$ cat src/design/lspcPkg.sv
`default_nettype none

package lspcPkg;

	// CPU register indices, from address bits 3:1
	localparam logic [2:0] regVramAddr = 3'd0;
	localparam logic [2:0] regVramData = 3'd1;
	localparam logic [2:0] regVramMod = 3'd2;
	localparam logic [2:0] regMode = 3'd3;
	localparam logic [2:0] regIrqAck = 3'd6;

	localparam logic [14:0] fixMapBase = 15'h7000;	// Fix map at top of slow VRAM

	typedef struct packed {
		logic [8:0] hCount;
		logic [8:0] vCount;
		logic vBlank;
		logic hBlank;
	} beamPos;

	typedef struct packed {
		logic wrEn;			// One-cycle write strobe
		logic rdEn;			// One-cycle read strobe
		logic [2:0] regSel;
		logic [15:0] wrData;
	} cpuBus;

	// Same register, different meaning for writes and reads
	typedef union packed {
		struct packed {
			logic [7:0] aaSpeed;	// Frames per anim step, minus one
			logic [3:0] rsvdHi;
			logic aaDisable;
			logic [2:0] rsvdLo;
		} writeView;
		struct packed {
			logic [8:0] vCount;
			logic [3:0] rsvd;
			logic [2:0] aaCount;
		} readView;
	} modeWord;

	typedef struct packed {
		logic [16:0] fixRomAddr;
		logic [3:0] fixPal;
	} fixOut;

endpackage

`default_nettype wire
$ cat src/design/videoSync.sv
`timescale 1ns/1ps
`default_nettype none

module videoSync #(
	parameter int hTotal = 384,
	parameter int vTotal = 264,
	parameter int hActive = 320,
	parameter int vActive = 224
) (
	input logic SNKCLK_26,
	input logic resetP,
	input logic pixelEn,
	output lspcPkg::beamPos beam,
	output logic vblankStart,
	output logic sync
);

	localparam logic [8:0] hLast = 9'(hTotal - 1);
	localparam logic [8:0] vLast = 9'(vTotal - 1);
	localparam logic [8:0] hBlankStart = 9'(hActive);
	localparam logic [8:0] vBlankStart = 9'(vActive);
	localparam logic [8:0] vPreBlank = 9'(vActive - 1);
	localparam logic [8:0] hSyncEnd = 9'(hActive + 8);	// 8 pixels of hsync
	localparam logic [8:0] vSyncEnd = 9'(vActive + 3);	// 3 lines of vsync

	logic [8:0] hCount;
	logic [8:0] vCount;
	logic lineEnd;
	logic hBlank;
	logic vBlank;
	logic hSync;
	logic vSyncN;

	assign lineEnd = (hCount == hLast);

	always_ff @(posedge SNKCLK_26) begin
		if (!resetP) begin
			hCount <= '0;
			vCount <= '0;
			vblankStart <= 1'b0;
		end else begin
			vblankStart <= 1'b0;
			if (pixelEn) begin
				if (lineEnd) begin
					hCount <= '0;
					if (vCount == vLast)
						vCount <= '0;		// Frame wrap
					else
						vCount <= vCount + 9'd1;
					// Fires together with vCount reaching vActive
					vblankStart <= (vCount == vPreBlank);
				end else begin
					hCount <= hCount + 9'd1;
				end
			end
		end
	end

	assign hBlank = (hCount >= hBlankStart);
	assign vBlank = (vCount >= vBlankStart);

	// Syncs sit at the start of each blanking interval
	assign hSync = hBlank && (hCount < hSyncEnd);
	assign vSyncN = !(vBlank && (vCount < vSyncEnd));
	assign sync = vSyncN ^ hSync;		// Composite

	assign beam = '{hCount: hCount, vCount: vCount, vBlank: vBlank, hBlank: hBlank};

endmodule

`default_nettype wire

$ cat config.mk
export PLATFORM = sky130hd
export DESIGN_NAME = videoSync
export DESIGN_NICKNAME = d
export VERILOG_FILES = /design/src/design/lspcPkg.sv /design/src/design/videoSync.sv
export SDC_FILE = /design/constraint.sdc
export NUM_CORES = 1
export LEC_CHECK = 0
export BUFFER_PORTS_ARGS = -buffer_cell sky130_fd_sc_hd__clkbuf_2
export CAP_MARGIN = 20
export CELL_PAD_IN_SITES_DETAIL_PLACEMENT = 0
export CELL_PAD_IN_SITES_GLOBAL_PLACEMENT = 1
export CORE_UTILIZATION = 39
export CTS_BUF_LIST = sky130_fd_sc_hd__clkbuf_2 sky130_fd_sc_hd__clkbuf_4 sky130_fd_sc_hd__clkbuf_8
export DETAILED_ROUTE_END_ITERATION = 10
export PLACE_DENSITY_LB_ADDON = 0.08
export SLEW_MARGIN = 10
export SYNTH_ARGS = -nofsm -noshare
export SYNTH_HDL_FRONTEND = slang
export SYNTH_SLANG_ARGS = --single-unit
$ cat constraint.sdc
create_clock -name SNKCLK_26 -period 1.9 [get_ports SNKCLK_26]
set_clock_uncertainty 0.05 [all_clocks]
set_input_delay 0.38 -clock SNKCLK_26 [delete_from_list [all_inputs] [get_ports SNKCLK_26]]
set_output_delay 0.38 -clock SNKCLK_26 [all_outputs]
set_load 0.05 [all_outputs]
==> results.yml, run 1 <==
run_status:
  status: "finished with violations"
  violations: "negative setup slack"
placed_design:
  globalplace.congestion: 0.760
  io_buffers: 24
  hpwl_um: 1730
  dp.cells: 183
setup_path:
  ff2ff_path_depth: 5
  end_kind: "output port"
  startpoint_type: "flip-flop"
  crit_type: "flip-flop to output port"
  crit_required_ns: 1.47
  crit_arrival_ns: 1.47
  cp_max_fo: 2
routing:
  final_antenna_net_count: 0
  drt-total-wl_um: 2430
  drc_errors: 0
  firstDrtPassIters: 4
  wl_met3_um: 69
  wl_met2_um: 1090
  wl_per_cell_um: 12.9
  dr_total_vias: 975
  m1WireLength_um: 1260
  drt_iter0_drc: 19
  via_per_inst: 5.19
  top_layer: "met4"
synthesis:
  ys_async_sr_fraction_pct: 0
  synth_nets: 131
  synth_seq_cells: 19
  synth_cell_type_count: 35
  ys_seq_area_share_pct: 37.4
  synthCells: 124
  synth_edf_count: 0
  syn_avg_cell_area_sq_um: 8.20
  syn_area_sq_mm: 0.00102
  synthFlopType: "dfxtp_1"
  yosys_warnings: 0
sta:
  relSlewSlack_pct: 72.0
  hold_viol: 0
  fmax_ghz: 0.526
  fin_crit_ns: 1.90
  fin_crit_sh_pct: 100
  tightest_slew_ns: 0.421
  setup_viol: 1
  drv_slew: 0
  worst_slack_ns: -0.000230
  rsz0062_at_grt: "true"
  hold_ws_ns: 0.424
  setup_tns_ns: -0.000230
final_layout:
  n_fill_cell: 252
  layout_commonest_cell: "clkbuf_2"
  area_growth_pct: 34.3
  fin_cells: 188
  multiInputGateArea_sq_um: 658
  antenna_cells: 0
  regArea_sq_um: 405
  final_cell_mix: "clkbuf_2, nand2_1, dfxtp_2"
  drive_gt1_share_pct: 40.5
  nNetsFinal: 166
  final_core_util_pct: 55.2
global_route:
  track_usage_pct: 19.7
  grt_max_degree: 25
  grt_pass1_wl_um: 3990
  antenna_found_initial: 0
  global_route.overflow_total: 0
  grt_pass1_vias: 871
clock_tree:
  clkTransAtPathRegs_ns: 0.11
  cts_root_buf: "clkbuf_4"
  cts_hold_buf: 0
  cts_tree: "yes"
  cts.sinks: 19
  htree_levels: 1
  cts_buffers: 3
  cts_buffer_depth: 2
  insertion_delay_ns: 0.30
power_and_ir_drop:
  switching_share_pct: 25.3
  vdd_ir_drop_max_v: 0.000324
  power_mw: 0.685
  powerDensity_mw_per_mm2: 501
  power.leakage_nw: 0.531
  combPwrFrac_pct: 7.2
  switching_power_mw: 0.173
  clkPwrFrac_pct: 33.4
  seqPwrFrac_pct: 59.4
  p_int_mw: 0.512
floorplan:
  start_util_pct: 41.1
  die_w_um: 53.1
  fp.coreArea_sq_mm: 0.00248
  fp-row-count: 18
  die_h_um: 53.1
  die_area_sq_mm: 0.00282
  ios: 25
hold_path:
  hold_path.class: "primary input to flip-flop"
  holdPathStages: 4
flow_run:
  drv_cap: 0
[cells in the mapped netlist, drive strengths merged (4+ instances only)]
cell | n | area [sq um]
dfxtp | 19 | 380
o21ai | 6 | 30.0
inv | 6 | 22.5
nor2 | 8 | 30.0
ha | 4 | 50.1
nand4 | 8 | 50.1
xnor2 | 6 | 52.6
nand2 | 15 | 56.3
nand3 | 9 | 50.1
nand2b | 4 | 25.0
[cells by family after synthesis]
logic type	count (synthesis)	synth area share, %
xor+xnor	8	6.89
compound gates	18	11.6
mux	2	1.97
fa+ha+maj	4	4.92
simple gates	62	32.5
flops	19	37.4
buf+inv	11	4.80
[registers in the layout (all words and copies together) (netlist names)]
name / cells
hCount: 9
vblankStart: 1
vCount: 9
[final timing paths]
kind / start / to / slack (ns)
max: hCount[5]$_SDFFE_PN0P_ / sync / -0.0002
min: pixelEn / hCount[0]$_SDFFE_PN0P_ / 0.42
max reg2reg: hCount[0]$_SDFFE_PN0P_ / vCount[7]$_SDFFE_PN0P_ / 0.10
min reg2reg: vCount[7]$_SDFFE_PN0P_ / vCount[7]$_SDFFE_PN0P_ / 0.45
[power groups by stage]
stage	sequential, mW	clock (mW)	combinational [mW]
6_report	0.407	0.229	0.0493
4_1_cts	0.408	0.237	0.0500
2_1_floorplan	0.434	0	0.0199
3_5_place_dp	0.419	0	0.0501
3_3_place_gp	0.418	0	0.0493
5_1_grt	0.408	0.256	0.0539
[timing repair]
action | CTS | global route
resized for setup | 10 | 2
endpoints found under the setup margin | 1 | 1
pin swaps | 4 | 1
buffers inserted | 1 | 0
[layer usage]
metal | track usage [%] | vias to the layer above
met5 | 0 | -
met4 | 5.26 | 0
met3 | 5.17 | 2
met2 | 31.4 | 17
met1 | 25.9 | 450
li1 | - | 506
[area by class of cell]
| cell class | count | area share (%) |
|---|---|---|
| Clock buffer | 4 | 2.20 |
| Inverter | 6 | 1.65 |
| Multi-Input combinational cell | 94 | 48.2 |
| Sequential cell | 19 | 29.7 |
| Tap cell | 30 | 2.75 |
| Timing Repair Buffer | 35 | 15.6 |
[worst max-delay path: stages (launching register included)]
cell      delay, ns
dfxtp_4        0.36
nand2b_4       0.14
nor4_4         0.33
xor2_4         0.18
buf_8          0.16
[through the flow]
step | area [sq um] | setup WS [ns]
floorplan | 1070 | 0.0110
global route | 1370 | -0.0919
finish | 1370 | -0.000230
global placement | 1280 | 0.0463
detailed placement | 1280 | 0.00287
CTS | 1360 | -0.0387
(Power assumes the default switching activity.)
==> inputs of run 2 (changes only) <==
--- a/config.mk
+++ b/config.mk
@@ -9,7 +9,7 @@
 export CAP_MARGIN = 20
 export CELL_PAD_IN_SITES_DETAIL_PLACEMENT = 0
 export CELL_PAD_IN_SITES_GLOBAL_PLACEMENT = 1
-export CORE_UTILIZATION = 39
+export CORE_UTILIZATION = 25
 export CTS_BUF_LIST = sky130_fd_sc_hd__clkbuf_2 sky130_fd_sc_hd__clkbuf_4 sky130_fd_sc_hd__clkbuf_8
 export DETAILED_ROUTE_END_ITERATION = 10
 export PLACE_DENSITY_LB_ADDON = 0.08
==> run 2 against run 1 <==
  * Combinational power is 1% higher
  * Sequential share of layout area decreased by 0.92 points
  * Global-route usage is 6.3 points lower
  * Critical path type unchanged
  * The flow now finishes without violations
  * Die area up 54%
  * Hold slack better by 0.017 ns
  * Cell count is 10% higher
  * Via count grew 1.7%
==> results.yml, run 2 (synthesized netlist as in run 1, its figures left out) <==
final_layout:
  nNetsFinal: 167
  layout_commonest_cell: "clkbuf_2"
  drive_gt1_share_pct: 40.9
  area_growth_pct: 38.6
  antenna_cells: 0
  final_core_util_pct: 37.4
  multiInputGateArea_sq_um: 653
  regArea_sq_um: 405
  final_cell_mix: "clkbuf_2, nand2_1, dfxtp_2"
  n_fill_cell: 411
  reg.largest.list: "hCount (9), vCount (9), vblankStart (1)"
clock_tree:
  cts_buffers: 3
  insertion_delay_ns: 0.26
  cts_tree: "yes"
  cts.sinks: 19
  cts_root_buf: "clkbuf_8"
  clkTransAtPathRegs_ns: 0.08
  cts_buffer_depth: 2
  htree_levels: 1
  cts_hold_buf: 0
power_and_ir_drop:
  powerDensity_mw_per_mm2: 537
  combPwrFrac_pct: 6.6
  power.leakage_nw: 0.543
  p_int_mw: 0.579
  power_mw: 0.758
  seqPwrFrac_pct: 53.6
  switching_power_mw: 0.179
  vdd_ir_drop_max_v: 0.000192
  clkPwrFrac_pct: 39.8
  switching_share_pct: 23.6
global_route:
  busiest_layer: "met2"
  global_route.overflow_total: 0
  grt_pass1_wl_um: 4330
  antenna_found_initial: 0
  use_met2_pct: 19.8
  grt_max_degree: 25
  track_usage_pct: 13.4
  grtUsageMet1_pct: 18.5
  use_met3_pct: 3.79
  grt_pass1_vias: 857
setup_path:
  r2r_setup_slack_ns: 0.13
  critPathTopFamily: "compound AO/OA/AOI/OAI gates"
  r2r_end: "vCount[7]$_SDFFE_PN0P_"
  cp_slowest_cell: "a2111oi_4"
  end_kind: "output port"
  cp_max_fo: 2
  path_cells: "a2111oi_4 > nand2_2 > xor2_4 > buf_8"
  startpoint_type: "flip-flop"
  critPathMaxStageDelay_ns: 0.39
  ff2ff_path_depth: 5
  rr_startpoint: "hCount[0]$_SDFFE_PN0P_"
  crit_arrival_ns: 1.46
  path_buf_inv: 1
  crit_type: "flip-flop to output port"
  crit_required_ns: 1.47
hold_path:
  min_to: "vCount[7]$_SDFFE_PN0P_"
  hold_path.class: "flip-flop to flip-flop"
  worstHoldStart: "vCount[7]$_SDFFE_PN0P_"
  holdPathStages: 1
floorplan:
  die_w_um: 65.8
  start_util_pct: 27.0
  die_area_sq_mm: 0.00433
  die_h_um: 65.8
  fp-row-count: 22
  fp.coreArea_sq_mm: 0.00377
  ios: 25
routing:
  drt-total-wl_um: 2620
  final_antenna_net_count: 0
  drt_iter0_drc: 57
  dr_total_vias: 992
  wl_per_cell_um: 12.7
  via_per_inst: 4.79
  firstDrtPassIters: 4
  drc_errors: 0
sta:
  tightest_slew_ns: 0.448
  hold_viol: 0
  worst_slack_ns: 0.0143
  rsz0062_at_grt: "true"
  setup_viol: 0
  fin_crit_ns: 1.89
  fin_crit_sh_pct: 99.2
  fmax_ghz: 0.530
  relSlewSlack_pct: 70.2
  drv_slew: 0
placed_design:
  globalplace.congestion: 0.713
  io_buffers: 24
  hpwl_um: 1920
  pre_cts_ws_ns: -0.0914
flow_run:
  drv_cap: 0
run_status:
  status: "finished clean"
## run 2: cell types whose count changed in the layout (fill, tap and decap cells not counted), sizes merged
cell,delta
buf,+1
## run 2: power groups by stage
stage	combinational [mW]	sequential, mW	clock [mW]
global route	0.0542	0.407	0.338
global placement	0.0507	0.419	0
CTS	0.0506	0.408	0.315
finish	0.0498	0.406	0.302
floorplan	0.0199	0.434	0
detailed placement	0.0504	0.419	0
## run 2: metrics by stage
stage / setup TNS, ns / std cells / hold slack, ns / instance area (sq um)
2_1_floorplan: 0 / 124 / 0.467 / 1070
3_3_place_gp: -0.0314 / 202 / 0.424 / 1310
3_5_place_dp: -0.0914 / 202 / 0.431 / 1310
4_1_cts: 0 / 207 / 0.443 / 1410
5_1_grt: -0.0446 / 207 / 0.470 / 1410
6_report: 0 / 207 / 0.441 / 1410
## run 2: final cells by class
cell class              count  area share (%)
multi-input cells          94            46.3
flip-flops and latches     19            28.7
well taps                  48            4.26
clock buffers               4            3.46
inverters                   6            1.60
repair buffers             36            15.6
## run 2: repair_timing
item                                    CTS  global route
buffers inserted                          1             0
endpoints found under the hold margin     0             0
gates resized for setup                   9             2
pin swaps                                 4             0
endpoints found under the setup margin    1             1
cloned                                    0             0
## run 2: routing by layer
layer  routed length (um)  share of wire (%)
met5                    0                  0
met4                   23               0.88
met3                  100                3.8
met2                 1190                 45
met1                 1310                 50
## run 2: worst max path at each step
stage	start	endpoint	slack, ns	cells past startpoint
final	vCount[0]$_SDFFE_PN0P_	sync	0.01	4
after global placement	vCount[1]$_SDFFE_PN0P_	sync	-0.03	4
after detailed placement	vCount[1]$_SDFFE_PN0P_	sync	-0.09	4
after floorplan	hCount[0]$_SDFFE_PN0P_	vCount[7]$_SDFFE_PN0P_	0.01	5
after CTS	hCount[6]$_SDFFE_PN0P_	sync	0.00005	4
after global routing	vCount[0]$_SDFFE_PN0P_	sync	-0.04	4
==> inputs of run 3 (changes only) <==
--- a/config.mk
+++ b/config.mk
@@ -6,13 +6,13 @@
 export NUM_CORES = 1
 export LEC_CHECK = 0
 export BUFFER_PORTS_ARGS = -buffer_cell sky130_fd_sc_hd__clkbuf_2
-export CAP_MARGIN = 20
 export CELL_PAD_IN_SITES_DETAIL_PLACEMENT = 0
 export CELL_PAD_IN_SITES_GLOBAL_PLACEMENT = 1
 export CORE_UTILIZATION = 25
 export CTS_BUF_LIST = sky130_fd_sc_hd__clkbuf_2 sky130_fd_sc_hd__clkbuf_4 sky130_fd_sc_hd__clkbuf_8
 export DETAILED_ROUTE_END_ITERATION = 10
 export PLACE_DENSITY_LB_ADDON = 0.08
+export RECOVER_POWER = 100
 export SLEW_MARGIN = 10
 export SYNTH_ARGS = -nofsm -noshare
 export SYNTH_HDL_FRONTEND = slang
==> run 3 against run 2 <==
  * Cell area down 2.4%
  * Flip-flop and latch count stayed put
  * Non-clock buffer count unchanged
  * Routed wire length is 0.46% higher
  * Critical path depth is the same
  * Sequential power is essentially flat
  * Total power hardly changed
  * Combinational power down 2%
  * Clock-buffer cell count unchanged
  * Highest routed layer unchanged
  * Setup slack got worse by 0.0018 ns
  * Largest power group unchanged
  * Die area is the same
==> results.yml, run 3 (synthesized netlist as in run 1, its figures left out) <==
final_layout:
  fin_cells: 207
  antenna_cells: 0
  layout_commonest_cell: "clkbuf_1"
  postLayoutCellArea_sq_mm: 0.00138
  drive_gt1_share_pct: 26.4
  nNetsFinal: 167
  area_growth_pct: 35.3
  final_cell_mix: "clkbuf_1, nand2_1, dfxtp_2"
  reg.largest.list: "hCount (9), vCount (9), vblankStart (1)"
  final_core_util_pct: 36.5
hold_path:
  hold_path.class: "flip-flop to flip-flop"
  holdPathStages: 1
routing:
  wl_per_cell_um: 12.7
  drc_errors: 0
  dr_total_vias: 994
  firstDrtPassIters: 4
  final_antenna_net_count: 0
  top_layer: "met4"
  m1WireLength_um: 1310
  drt_iter0_drc: 47
  wl_met2_um: 1200
  wl_met3_um: 102
  via_per_inst: 4.80
  drt-total-wl_um: 2630
global_route:
  grt_pass1_vias: 857
  track_usage_pct: 13.4
  global_route.overflow_total: 0
  grt_max_degree: 25
  antenna_found_initial: 0
  grt_pass1_wl_um: 4330
floorplan:
  die_w_um: 65.8
  ios: 25
  start_util_pct: 27.0
  die_area_sq_mm: 0.00433
  fp-row-count: 22
  fp.coreArea_sq_mm: 0.00377
  die_h_um: 65.8
sta:
  drv_slew: 0
  rsz0062_at_grt: "true"
  hold_viol: 0
  fin_crit_sh_pct: 99.3
  hold_ws_ns: 0.439
  tightest_slew_ns: 0.597
  setup_viol: 0
  fin_crit_ns: 1.89
  setup_tns_ns: 0
  fmax_ghz: 0.530
  relSlewSlack_pct: 60.3
  worst_slack_ns: 0.0125
run_status:
  status: "finished clean"
clock_tree:
  cts.sinks: 19
  clkTransAtPathRegs_ns: 0.08
  cts_buffer_depth: 2
  cts_buffers: 3
  cts_hold_buf: 0
  insertion_delay_ns: 0.26
  htree_levels: 1
  cts_tree: "yes"
  cts_root_buf: "clkbuf_8"
power_and_ir_drop:
  vdd_ir_drop_max_v: 0.000193
  power.leakage_nw: 0.469
  power_mw: 0.757
  powerDensity_mw_per_mm2: 550
setup_path:
  crit_type: "flip-flop to output port"
  cp_max_fo: 2
  crit_required_ns: 1.47
  crit_arrival_ns: 1.46
  r2r_setup_slack_ns: 0.08
  startpoint_type: "flip-flop"
  end_kind: "output port"
  ff2ff_path_depth: 5
placed_design:
  pre_cts_ws_ns: -0.0914
  globalplace.congestion: 0.713
  dpl_cell_area_sq_mm: 0.00131
  hpwl_um: 1920
  dp.cells: 202
  io_buffers: 24
flow_run:
  drv_cap: 0
## run 3: changes by cell type in the layout (fill, tap and decap cells not counted), moves of 2 or more
cell      delta
clkbuf_2    -19
buf_4        -2
dfxtp_2      -2
dfxtp_1      +2
clkbuf_1    +21
## run 3: final cells by class
class,count,area [sq um]
multi-input combinational,94,653
clock buffer,4,48.8
inverter,6,22.5
tap,48,60.1
fill,420,2390
sequential,19,403
timing repair buffer,36,189
## run 3: repair_timing
item / CTS / global route
setup buffers: 1 / 0
endpoints found under the hold margin: 0 / 0
pin swaps: 4 / 0
gates resized for setup: 9 / 2
setup endpoints to repair: 1 / 1
## run 3: path summary, 6_finish.rpt
check,start,to
setup / recovery,vCount[0]$_SDFFE_PN0P_,sync
hold reg to reg,vCount[7]$_SDFFE_PN0P_,vCount[7]$_SDFFE_PN0P_
setup reg to reg,hCount[0]$_SDFFE_PN0P_,vCount[7]$_SDFFE_PN0P_
hold / removal,vCount[7]$_SDFFE_PN0P_,vCount[7]$_SDFFE_PN0P_
## run 3: per-layer routing
layer / global-route usage [%] / up-vias
met3: 3.79 / 2
met4: 4.08 / 0
met5: 0 / -
li1: - / 506
met2: 19.8 / 17
met1: 18.5 / 469
## run 3: report_power, final
| group | leakage (nW) | switching [mW] | internal, mW |
|---|---|---|---|
| Combinational | 0.281 | 0.0351 | 0.0137 |
| Sequential | 0.161 | 0.00590 | 0.400 |
| Clock | 0.0262 | 0.139 | 0.163 |
## run 3: critical path, stage by stage, from the launching register on
cell and delay [ns]:
dfxtp_2 0.34, a2111oi_4 0.39, nand2_2 0.14, xor2_4 0.17, buf_8 0.16
